$ cat src/rtl/nebula_pkg.sv
// ~~~~~~~~~~~~~~~~~~~~~~~~~~~~~~~~~~~~~~~~~~~~~~~~~
// Shared Wishbone structs, address map and sizes for the
// user-area shell; referenced by scoped names only
// ~~~~~~~~~~~~~~~~~~~~~~~~~~~~~~~~~~~~~~~~~~~~~~~~~
package nebula_pkg;

    // Request as held by the first stage
    typedef struct packed {
        logic [31:0] adr;
        logic [31:0] dat;
        logic [3:0]  sel;   // Byte lanes
        logic        we;
    } wb_req_t;

    // Slave response back toward the host
    typedef struct packed {
        logic        ack;
        logic [31:0] dat;
    } wb_rsp_t;

    localparam logic [31:0] WB_BASE = 32'h3000_0000; // Upper byte must match

    // Slot numbers, address bits 23:20
    localparam logic [3:0] SLOT_TEAM = 4'd0;
    localparam logic [3:0] SLOT_LA   = 4'd1;
    localparam logic [3:0] SLOT_GPIO = 4'd2;
    localparam logic [3:0] SLOT_SRAM = 4'd3;

    // Register word offsets, address bits 3:2
    localparam logic [1:0] TEAM_OUT_OFS = 2'd0;
    localparam logic [1:0] TEAM_OEB_OFS = 2'd1;
    localparam logic [1:0] TEAM_IN_OFS  = 2'd2;

    localparam int SRAM_WORDS = 256;
    localparam int SRAM_AW    = 8;
    localparam int GPIO_W     = 38;
    localparam int LA_W       = 128;

    localparam logic [31:0] ERR_DATA = 32'hBADD_1E00; // Unmapped read pattern

    // Byte-lane merge of write data into an old word
    function automatic logic [31:0] wb_merge(input logic [31:0] old_val,
                                             input logic [31:0] new_val,
                                             input logic [3:0]  sel);
        logic [31:0] res;
        res = old_val;
        for (int b = 0; b < 4; b++) begin
            if (sel[b])
                res[8*b +: 8] = new_val[8*b +: 8];
        end
        return res;
    endfunction

endpackage
$ cat src/rtl/team_sample.sv
// ~~~~~~~~~~~~~~~~~~~~~~~~~~~~~~~~~~~~~~~~~~~~~~~~~
// Sample team design: OUT/OEB registers drive the
// pins and analyzer, IN reads the low pins back
// ~~~~~~~~~~~~~~~~~~~~~~~~~~~~~~~~~~~~~~~~~~~~~~~~~
`timescale 1ns/1ps

module team_sample (
    input  logic                           wb_clk_i,
    input  logic                           rst_i,
    input  nebula_pkg::wb_req_t            req_i,
    input  logic                           cyc_i,
    output nebula_pkg::wb_rsp_t            rsp_o,
    input  logic [nebula_pkg::GPIO_W-1:0]  gpio_i,
    output logic [nebula_pkg::GPIO_W-1:0]  gpio_o,
    output logic [nebula_pkg::GPIO_W-1:0]  gpio_oeb_o,
    output logic [nebula_pkg::LA_W-1:0]    la_o
);

    logic [31:0] out_q;
    logic [31:0] oeb_q;
    logic [1:0]  ofs;   // Register word select
    logic        wr_en;

    assign ofs   = req_i.adr[3:2];
    assign wr_en = cyc_i && rsp_o.ack && req_i.we;

    always_ff @(posedge wb_clk_i) begin
        if (rst_i) begin
            rsp_o.ack <= 1'b0;
            out_q     <= '0;
            oeb_q     <= '0;
        end else begin
            rsp_o.ack <= cyc_i && !rsp_o.ack;
            if (wr_en && ofs == nebula_pkg::TEAM_OUT_OFS)
                out_q <= nebula_pkg::wb_merge(out_q, req_i.dat, req_i.sel);
            if (wr_en && ofs == nebula_pkg::TEAM_OEB_OFS)
                oeb_q <= nebula_pkg::wb_merge(oeb_q, req_i.dat, req_i.sel);
        end
    end

    always_ff @(posedge wb_clk_i) begin
        if (cyc_i && !rsp_o.ack) begin
            case (ofs)
                nebula_pkg::TEAM_OUT_OFS: rsp_o.dat <= out_q;
                nebula_pkg::TEAM_OEB_OFS: rsp_o.dat <= oeb_q;
                nebula_pkg::TEAM_IN_OFS:  rsp_o.dat <= gpio_i[31:0];  // Live pins
                default:                  rsp_o.dat <= 32'b0;
            endcase
        end
    end

    assign gpio_o     = {6'b0, out_q};
    assign gpio_oeb_o = {6'h3f, oeb_q};    // Top pins never enabled
    assign la_o       = {96'b0, out_q};

endmodule

$ cat config.mk
export PLATFORM = sky130hd
export DESIGN_NAME = team_sample
export DESIGN_NICKNAME = d
export VERILOG_FILES = /design/src/rtl/nebula_pkg.sv /design/src/rtl/team_sample.sv
export SDC_FILE = /design/constraint.sdc
export NUM_CORES = 1
export LEC_CHECK = 0
export BUFFER_PORTS_ARGS = -buffer_cell sky130_fd_sc_hd__clkbuf_2
export CAP_MARGIN = 40
export CORE_AREA = 3 3 135 137
export DETAILED_ROUTE_END_ITERATION = 8
export DIE_AREA = 0 0 138 140
export GPL_TIMING_DRIVEN = 1
export HOLD_SLACK_MARGIN = 0.05
export PLACE_DENSITY = 0.73
export SYNTH_ARGS = -nofsm -noshare
export SYNTH_HDL_FRONTEND = slang
export SYNTH_SLANG_ARGS = --single-unit
$ cat constraint.sdc
create_clock -name wb_clk_i -period 6.4 [get_ports wb_clk_i]
set_clock_uncertainty 0.2 [all_clocks]
set_input_delay 0.96 -clock wb_clk_i [delete_from_list [all_inputs] [get_ports wb_clk_i]]
set_output_delay 0.96 -clock wb_clk_i [all_outputs]
set_load 0.02 [all_outputs]
Yosys cells after proc, flatten, opt, wreduce, memory -nomap -nowiden --
Index checks and enable logic that the tools add are counted.
Word-level totals: input bits 110, flip-flop bits (word level) 97
Cells by class: equal/unequal tests 2, multiplexer cells 1, reduce and logical (&&, ||, !) cells 15
Operators with widths (number):
- $pmux W32 S3 | 1
- $reduce_and A2 Y1 | 8
- $logic_and A1 B1 Y1 | 5
- $eq A2 B1 Y1 const B | 1
- $eq A2 B2 Y1 const B | 1
- $logic_not A2 Y1 | 1
- $logic_not A1 Y1 | 1

Logic depth before layout (Yosys ltp) --
Gate-level depths: netlist of the first run.
word-level depth 4, mapped depth 6, mapped depth without buffers 3

Worst setup path after synthesis of the first run --
No wires, ideal clock.
path type input to register, start point input cyc_i, end point register rsp_o[0] in the netlist's numbering, enable pin, arrival 2.427 ns, library setup time 0.425 ns, stages 1, buffers on the path 0, path slack 3.348 ns, cells stage by stage nor2b_1
Between the ends: cells in the longest elaborated chain, start to end 1
RTL lines:
- from (decl) | RTL line team_sample.sv:11 | input logic cyc_i,
- $logic_and A1 B1 Y1 | RTL line team_sample.sv:42 | if (cyc_i && !rsp_o.ack) begin
- to (decl) | RTL line team_sample.sv:12 | output nebula_pkg::wb_rsp_t rsp_o,
No other way between the ends. A chain may end at the register's enable or synchronous reset.

Worst setup path after layout of the first run --
start point input req_i[39] in the netlist's numbering, end point register oeb_q[1]
Between the ends: cells in the longest elaborated chain, start to end 3
RTL lines:
- from (decl) | RTL line team_sample.sv:10 | input nebula_pkg::wb_req_t req_i,
- $eq A2 B1 Y1 | RTL line team_sample.sv:36 | if (wr_en && ofs == nebula_pkg::TEAM_OEB_OFS)
- $logic_and A1 B1 Y1 | RTL line team_sample.sv:36
- $reduce_and A2 Y1 (no line)
- to (signal assigned) | RTL line team_sample.sv:37 | oeb_q <= nebula_pkg::wb_merge(oeb_q, req_i.dat, req_i.sel);
- to (decl) | RTL line team_sample.sv:20 | logic [31:0] oeb_q;
No other way between the ends.

==> results.md, run 1 <==
* PwrDens at 222 nW/µm²
* Total CTS buffers at 9
* Post-CTS Setup Inserts at 0
* Maximum root-to-sink buffer count at 2
* Die X at 138 µm
* Post-CTS Hold Buffers at 0
* First-pass GRT wire length at 19,600 µm
* Slew headroom at 45.4%
* Yosys Warn Count at 0
* Slew Viols, Final at 0
* CTS tree: done
* Vias per cell at 4.12
* Hold crit path type: reg -> reg
* Final setup vio count at 0
* Worst reg-to-reg setup slack at 4360 ps
* Startpoint type of the worst setup path: input port
* Skew-Pair Late Insertion Delay at 340 ps
* Slowest CP cell: nor2b_4
* Die height at 140 µm
* Share of cells above drive strength 1 at 32.2%
* Detailed Route WL at 12,900 µm
* Outcome: finished clean
* Part of the cycle the worst path needs at 53.8%
* Cells after synthesis at 537
* Post_cts resized at 0
* Leading area contributor after synthesis: dfxtp_1
* WL/cell at 13.9 µm
* Worst Tran Pin Value at 818 ps
* Fin nets at 803
* Final ANT Viol Nets at 0
* Worst setup path startpoint: req_i[39]
* Hold depth at 2
* CP arrival at 3510 ps
* GRT overflow at 0
* Setup crit end kind: flip-flop
* Starting DRC count in detailed routing at 120
* Ports at 347
* Util after Layout at 36.5%
* Commonest cells after routing, fill and taps aside: clkbuf_2 (202), conb_1 (108), mux2i_1 (96), nand2b_1 (96), dfxtp_1 (65)
* Hold Fails Final Rpt at 0
* Largest net degree at the start of global routing at 98
* Leakage at 0.00310 µW
* Min Clock Period, post-route at 3440 ps
* H-tree levels at 3
* Yosys cell types at 17
* Core area at 17,200 µm²
* Vias in the first global route at 3,540
* Drt pass-1 iters at 4
* Port Buffer Count at 202
* Sequential area share after synthesis at 41.9%
* FILL cells at 1,740
* Worst path cell trace: clkbuf_2, nor2b_4, buf_4, and3_1, mux2i_1
* Synth Area per Inst at 10.0 µm²
* Clock-pin transition on the worst setup and hold timing paths at 70 ps
* RSZ-0062 raised after global routing: false
* Clock Sinks at 97
* Mapped Area at 5390 µm²
* Top cell type's share of synthesized area at 24.1%
* Hold Path Sink: oeb_q[12]
* Peak Freq at 0.290 GHz
* DP Wirelength at 9600 µm
* Antenna violations before repair at 1
* Die Area at 19,300 µm²
* Diode count at 0
* HP Start: oeb_q[12]
* Maximum VDD drop at 0.143 mV
* Largest cells by area after synthesis: dfxtp_1 (24%), buf_4 (20%), mux2i_1 (18%)
* Crit Path Max Fanout at 34
* R2r endpoint: out_q[28]
* Commonest non-fill, non-tap cell in the layout: clkbuf_2
* Synthesized flop and latch total at 97
* Total GRT Usage at 12.6%
* Worst stage delay on the critical path at 730 ps
* Fin Setup TNS at 0 ps
* Initial Utilization at 31.4%
* Critical path required time at 6470 ps
* Category of the most critical setup path: in -> reg
* R2R depth at 3
* Reg2Reg Launch Point: rsp_o[32]
* Drc violations at 0
* Via count at 3,799
* Area Overhead vs Synth at 16.4%
* Max Cap Viol at 0
* Row cnt at 48
* Root Driver: clkbuf_16
* RD Place Congestion at 0.730
* Final hold slack at 291 ps
stage by stage:
step	instance area, µm²	total power (µW)	std cells	setup WS [ps]
6_report	6280	1390	923	2960
5_1_grt	6280	1450	923	2830
4_1_cts	6280	1410	923	2980
3_5_place_dp	5970	850	907	2620
3_3_place_gp	5940	846	906	2650
2_1_floorplan	5790	845	643	3350
synthesized netlist by cell type:
cell type,count
and3_1,6
buf_2,7
buf_4,143
buf_6,1
clkbuf_1,14
clkbuf_2,2
conb_1,2
dfxtp_1,65
edfxtp_1,32
mux2i_1,96
nand2_1,32
nand2b_1,96
nand3_1,2
nand3_2,3
nor2_1,1
nor2b_1,3
o21ai_0,32
layout make-up:
cell class,count,area (µm²),area share [%]
multi-input cells,379,2360,37.6
flip-flops and latches,97,2260,36.0
repair buffers,206,1060,16.9
well taps,225,282,4.49
clock buffers,12,258,4.11
clock inverters,4,51.3,0.817
kinds of logic after synthesis:
group	Yosys count	synth area share [%]
mux	96	17.8
other cells	2	0.139
buf+inv	167	21.9
compound gates	32	2.97
flops	97	41.9
simple gates	143	15.2
critical path: cells and delay by family:
family                 cells  cell delay, ps
buffers and inverters      2             980
AND/OR/NAND/NOR            2            1290
multiplexers               1             240
metal layers:
| layer | GRT usage, % | vias up | routed length (µm) |
|---|---|---|---|
| met5 | 0 | - | 7 |
| met2 | 22.3 | 178 | 6450 |
| met4 | 3.43 | 2 | 149 |
| li1 | - | 1842 | - |
| met3 | 3.99 | 12 | 1120 |
| met1 | 14.9 | 1765 | 5140 |
worst max path at each step:
stage / endpoint
floorplan: rsp_o[0]
global placement: oeb_q[5]
detailed placement: oeb_q[1]
CTS: oeb_q[1]
global route: oeb_q[1]
finish: oeb_q[1]
power by group:
group / leakage [µW] / switching [µW] / internal [µW]
combinational: 0.00210 / 129 / 51.9
clock: 0.000148 / 229 / 327
sequential: 0.000845 / 4.96 / 651
total: 0.00310 / 363 / 1030
flip-flops by register name, indices dropped and copies added, names as in the netlist:
register,flops
rsp_o,33
out_q,32
oeb_q,32
No activity file was read; power rests on OpenSTA's default activity.
==> run 2: changes to the inputs <==
Settings changed: CORE_AREA 3 3 135 137 to 3 3 133 135, DIE_AREA 0 0 138 140 to 0 0 136 138, PLACE_DENSITY 0.73 to 0.77.
Clock period 6.4 ns to 3 ns, I/O delays scaled along.
==> results.md, run 2 (synthesis gave the netlist of run 1 again) <==
* Outcome: finished clean
* Maximum root-to-sink buffer count at 2 (unchanged)
* Max FFs per register at 33 (unchanged)
* GRT overflow at 0 (unchanged)
* Fin cells at 919 (-0.43%)
* Largest net degree at the start of global routing at 53 (-46%)
* Slew Viols, Final at 0 (unchanged)
* H-tree levels at 3 (unchanged)
* Leakage at 0.00309 µW (-0.22%)
* Share of cells above drive strength 1 at 32.2% (-0.046 points)
* Initial Utilization at 32.5% (+1.1 points)
* Antenna violations before repair at 0 (-1)
* Category of the most critical setup path: reg -> reg
* Final ANT Viol Nets at 0 (unchanged)
* Maximum VDD drop at 0.238 mV (+66%)
* Part of the cycle the worst path needs at 69.0%
* Final setup vio count at 0 (unchanged)
* Worst path cell trace: and3_1, and3_1, mux2i_1
* Slew headroom at 53.5% (+8.1 points)
* Row cnt at 47 (-2.1%)
* Hold Fails Final Rpt at 0 (unchanged)
* Drc violations at 0 (unchanged)
* Post-CTS Hold Buffers at 0 (unchanged)
* Commonest cells after routing, fill and taps aside: clkbuf_2 (202), conb_1 (108), mux2i_1 (96), nand2b_1 (96), dfxtp_1 (65)
* Area Overhead vs Synth at 15.7%
* Setup crit end kind: flip-flop
* CTS tree: done
* Total CTS buffers at 9 (unchanged)
* Top Registers: rsp_o x33, oeb_q x32, out_q x32
* Total power at 2850 µW (+100%)
* Worst reg-to-reg setup slack at 930 ps (-3430 ps)
* Final hold slack at 169 ps (-122 ps)
* Worst stage delay on the critical path at 620 ps (-110 ps)
* Root Driver: clkbuf_16
* First-pass GRT wire length at 19,900 µm (+1.3%)
* RSZ-0062 raised after global routing: false
* Crit Path Max Fanout at 10 (-71%)
* Post_cts resized at 0 (unchanged)
* Min Clock Period, post-route at 2070 ps
* Starting DRC count in detailed routing at 125 (+4.2%)
* Commonest non-fill, non-tap cell in the layout: clkbuf_2
* Hold crit path type: in -> reg
* Port Buffer Count at 202 (unchanged)
* Clock-pin transition on the worst setup and hold timing paths at 60 ps (about the same)
* Startpoint type of the worst setup path: flip-flop
* Peak Freq at 0.483 GHz
* Detailed Route WL at 13,100 µm (+2.1%)
* Drt pass-1 iters at 4 (unchanged)
* PwrDens at 457 nW/µm² (+110%)
* Critical path required time at 3060 ps (-3410 ps)
* Core area at 16,600 µm² (-3.5%)
* Biggest register: rsp_o
* Die height at 138 µm (-1.4%)
* Skew-Pair Late Insertion Delay at 340 ps (about the same)
* Max Cap Viol at 0 (unchanged)
* CP arrival at 2130 ps (-1380 ps)
* Post-Layout Inst Area at 6240 µm² (-0.58%)
* Clock Sinks at 97 (unchanged)
* Vias in the first global route at 3,536 (-0.11%)
* Placed Cells at 905 (-0.22%)
* Total GRT Usage at 13.6% (+0.93 points)
* Ports at 347 (unchanged)
* Fin Setup TNS at 0 ps (unchanged)
* WL/cell at 14.3 µm (+2.5%)
* Cell Area, Placed at 5980 µm² (+0.15%)
* Slowest CP cell: and3_1
* Diode count at 0 (unchanged)
* Vias per cell at 4.09 (-0.70%)
* Via count at 3,756 (-1.1%)
* RD Place Congestion at 0.757 (+3.6%)
* Post-CTS Setup Inserts at 0 (unchanged)
* Die Area at 18,800 µm² (-2.9%)
* Worst Tran Pin Value at 697 ps (-121 ps)
* DP Wirelength at 9930 µm (+3.4%)
* Die X at 136 µm (-1.4%)
* Fin nets at 806 (+0.37%)
* Critical Path Most Common Cell: and3_1
run 2: cell count changes in the layout (fill, tap and decap cells not counted), sizes merged:
cell / before / now
clkinvlp: 1 / 0
clkbuf: 214 / 216
clkinv: 2 / 0
buf: 4 / 7
bufinv: 1 / 0
run 2: layout make-up:
cell class	count	area (µm²)
clock buffer	14	264
fill	1672	10300
multi-input combinational	379	2360
sequential	97	2260
tap	220	275
timing repair buffer	209	1080
run 2: critical path: cells and delay by family (launching register included):
kind / cells / cell delay (ps)
flops: 1 / 390
mux: 1 / 260
simple gates: 2 / 1140
run 2: metal layers:
layer	wire length (µm)	vias to the layer above	global-route usage, %	share of wire [%]
met5	0	-	0	0
met4	180	0	3.82	1.4
met3	1060	15	4.36	8.1
met2	6520	174	23.1	50
met1	5370	1728	16.3	41
li1	-	1839	-	-
run 2: path summary, 6_finish.rpt:
kind	startpoint	end	cells after the start
max	rsp_o[32]	out_q[30]	3
min	req_i[12]	oeb_q[7]	3
max reg2reg	rsp_o[32]	out_q[30]	3
min reg2reg	oeb_q[9]	oeb_q[9]	2
run 2: report_power, final:
group	internal (µW)	switching, µW	total (µW)
sequential	1390	10.0	1400
clock	600	465	1070
combinational	111	277	388
run 2: stage by stage:
stage / utilization, % / setup slack (ps)
4_1_cts: 37.6 / 890
3_5_place_dp: 36.0 / 610
6_report: 37.6 / 930
5_1_grt: 37.6 / 747
3_3_place_gp: 36.0 / 632
2_1_floorplan: - / 458
==> run 3: changes to the inputs <==
Clock period 3 ns to 1.9 ns, I/O delays scaled along.
==> results.md, run 3 (synthesis gave the netlist of run 1 again) <==
* Util after Layout at 40.5% (+2.9 points)
* Worst path cell trace: and3_1, buf_4, and3_1, mux2i_1
* FILL cells at 1,630 (-2.5%)
* Drt pass-1 iters at 4 (unchanged)
* Die X at 136 µm (unchanged)
* Diode count at 0 (unchanged)
* WL/cell at 14.1 µm (-1.1%)
* Startpoint type of the worst setup path: flip-flop
* Detailed Route WL at 13,600 µm (+3.8%)
* Top Registers: rsp_o x33, oeb_q x32, out_q x32
* Via count at 3,920 (+4.4%)
* Initial Utilization at 32.5% (unchanged)
* Vias per cell at 4.07 (-0.51%)
* Fin Setup TNS at 0 ps (unchanged)
* Final hold slack at 106 ps (-63.1 ps)
* Largest net degree at the start of global routing at 98 (+85%)
* Min Clock Period, post-route at 1620 ps (-450 ps)
* Outcome: finished clean
* Crit Path Max Fanout at 10 (unchanged)
* P_int at 3480 µW (+66%)
* CP arrival at 1680 ps (-450 ps)
* Clock-pin transition on the worst setup and hold timing paths at 70 ps (about the same)
* Max Cap Viol at 0 (unchanged)
* PwrDens at 704 nW/µm² (+54%)
* Setup crit end kind: flip-flop
* Flop pwr share at 46.7% (-2.3 points)
* Total power at 4730 µW (+66%)
* Comb pwr share at 14.4% (+0.8 points)
* Skew-Pair Late Insertion Delay at 340 ps (about the same)
* Port Buffer Count at 202 (unchanged)
* Cell Area, Placed at 6100 µm² (+2.0%)
* Total CTS buffers at 9 (unchanged)
* Peak Freq at 0.617 GHz (+28%)
* Critical Path Most Common Cell: and3_1
* Area Overhead vs Synth at 24.5%
* Maximum root-to-sink buffer count at 2 (unchanged)
* Row cnt at 47 (unchanged)
* First-pass GRT wire length at 20,800 µm (+4.6%)
* Critical path required time at 1960 ps (-1100 ps)
* Post-Layout Inst Area at 6710 µm² (+7.6%)
* Ports at 347 (unchanged)
* Fin nets at 849 (+5.3%)
* Hold Fails Final Rpt at 0 (unchanged)
* Leakage at 0.00330 µW (+6.9%)
* Die height at 138 µm (unchanged)
* Core area at 16,600 µm² (unchanged)
* Post_cts resized at 0 (unchanged)
* DP Wirelength at 10,100 µm (+1.6%)
* RD Place Congestion at 0.725 (-4.2%)
* Crit path buf inv count at 1 (+1)
* Slowest CP cell: dfxtp_1
* Clock share of power at 38.9% (+1.6 points)
* Post-CTS Setup Inserts at 0 (unchanged)
* Clock Sinks at 97 (unchanged)
* Max FFs per register at 33 (unchanged)
* Hold crit path type: in -> reg
* Switching part of the total power at 26.4% (+0.063 points)
* GRT overflow at 0 (unchanged)
* Drc violations at 0 (unchanged)
* Switch Pwr at 1250 µW (+66%)
* Commonest cells after routing, fill and taps aside: clkbuf_2 (202), conb_1 (108), mux2i_1 (96), nand2b_1 (96), dfxtp_1 (65)
* Final setup vio count at 0 (unchanged)
* Biggest register: rsp_o
* Antenna violations before repair at 0 (unchanged)
* Part of the cycle the worst path needs at 85.3% (+16 points)
* Total GRT Usage at 14.1% (+0.56 points)
* Starting DRC count in detailed routing at 146 (+17%)
* Final ANT Viol Nets at 0 (unchanged)
* Category of the most critical setup path: reg -> reg
* Maximum VDD drop at 0.370 mV (+56%)
* CTS tree: done
* Root Driver: clkbuf_16
* H-tree levels at 3 (unchanged)
* Commonest non-fill, non-tap cell in the layout: clkbuf_2
* Share of cells above drive strength 1 at 32.3% (+0.069 points)
* Vias in the first global route at 3,801 (+7.5%)
* Worst stage delay on the critical path at 400 ps (-220 ps)
* Die Area at 18,800 µm² (unchanged)
* Delay-heaviest family, CP: simple AND/OR/NAND/NOR gates
* RSZ-0062 raised after global routing: false
* Slew Viols, Final at 0 (unchanged)
run 3: cell count changes in the layout (fill, tap and decap cells not counted), sizes merged:
cell,before,now
clkinv,0,2
bufinv,0,1
dlygate4sd3,0,32
buf,7,18
clkbuf,216,213
clkinvlp,0,2
run 3: layout make-up:
class	instances	area, µm²	area share [%]
Sequential cell	97	2260	33.7
Timing Repair Buffer	252	1520	22.6
Tap cell	220	275	4.10
Clock inverter	5	55.1	0.820
Clock buffer	11	243	3.62
Multi-Input combinational cell	379	2360	35.2
run 3: worst min-delay path, stage by stage:
cell and delay, ps:
clkbuf_2 80, mux2i_1 50, o21ai_0 120
run 3: per-layer routing:
layer | wire (µm) | track usage (%) | part of all wire, %
met1 | 5390 | 16.1 | 40
met2 | 6980 | 25.5 | 51
met3 | 1090 | 4.29 | 8.0
met4 | 164 | 3.55 | 1.2
met5 | 0 | 0 | 0
run 3: power groups by stage:
stage / Clock (µW) / Sequential, µW / Combinational [µW]
global route: 2000 / 2210 / 735
floorplan: 0 / 2310 / 533
finish: 1840 / 2210 / 681
global placement: 0 / 2250 / 622
detailed placement: 0 / 2260 / 627
CTS: 1880 / 2210 / 680
run 3: what timing repair did:
action / CTS / global route
setup endpoints to repair: 0 / 0
endpoints found under the hold margin: 63 / 0
hold buffers: 32 / 0
run 3: worst paths after layout:
check	cells past startpoint	slack [ps]	from	to
worst max register to register	4	280	rsp_o[32]	out_q[18]
worst min-delay path	3	110	gpio_i[13]	rsp_o[13]
worst min register to register	2	290	oeb_q[2]	oeb_q[2]
worst max-delay path	4	280	rsp_o[32]	out_q[18]
run 3: metrics by stage:
stage,std cells,worst slack (ps)
finish,964,280
global route,964,184
CTS,964,242
detailed placement,916,231
global placement,916,246
floorplan,643,27.0
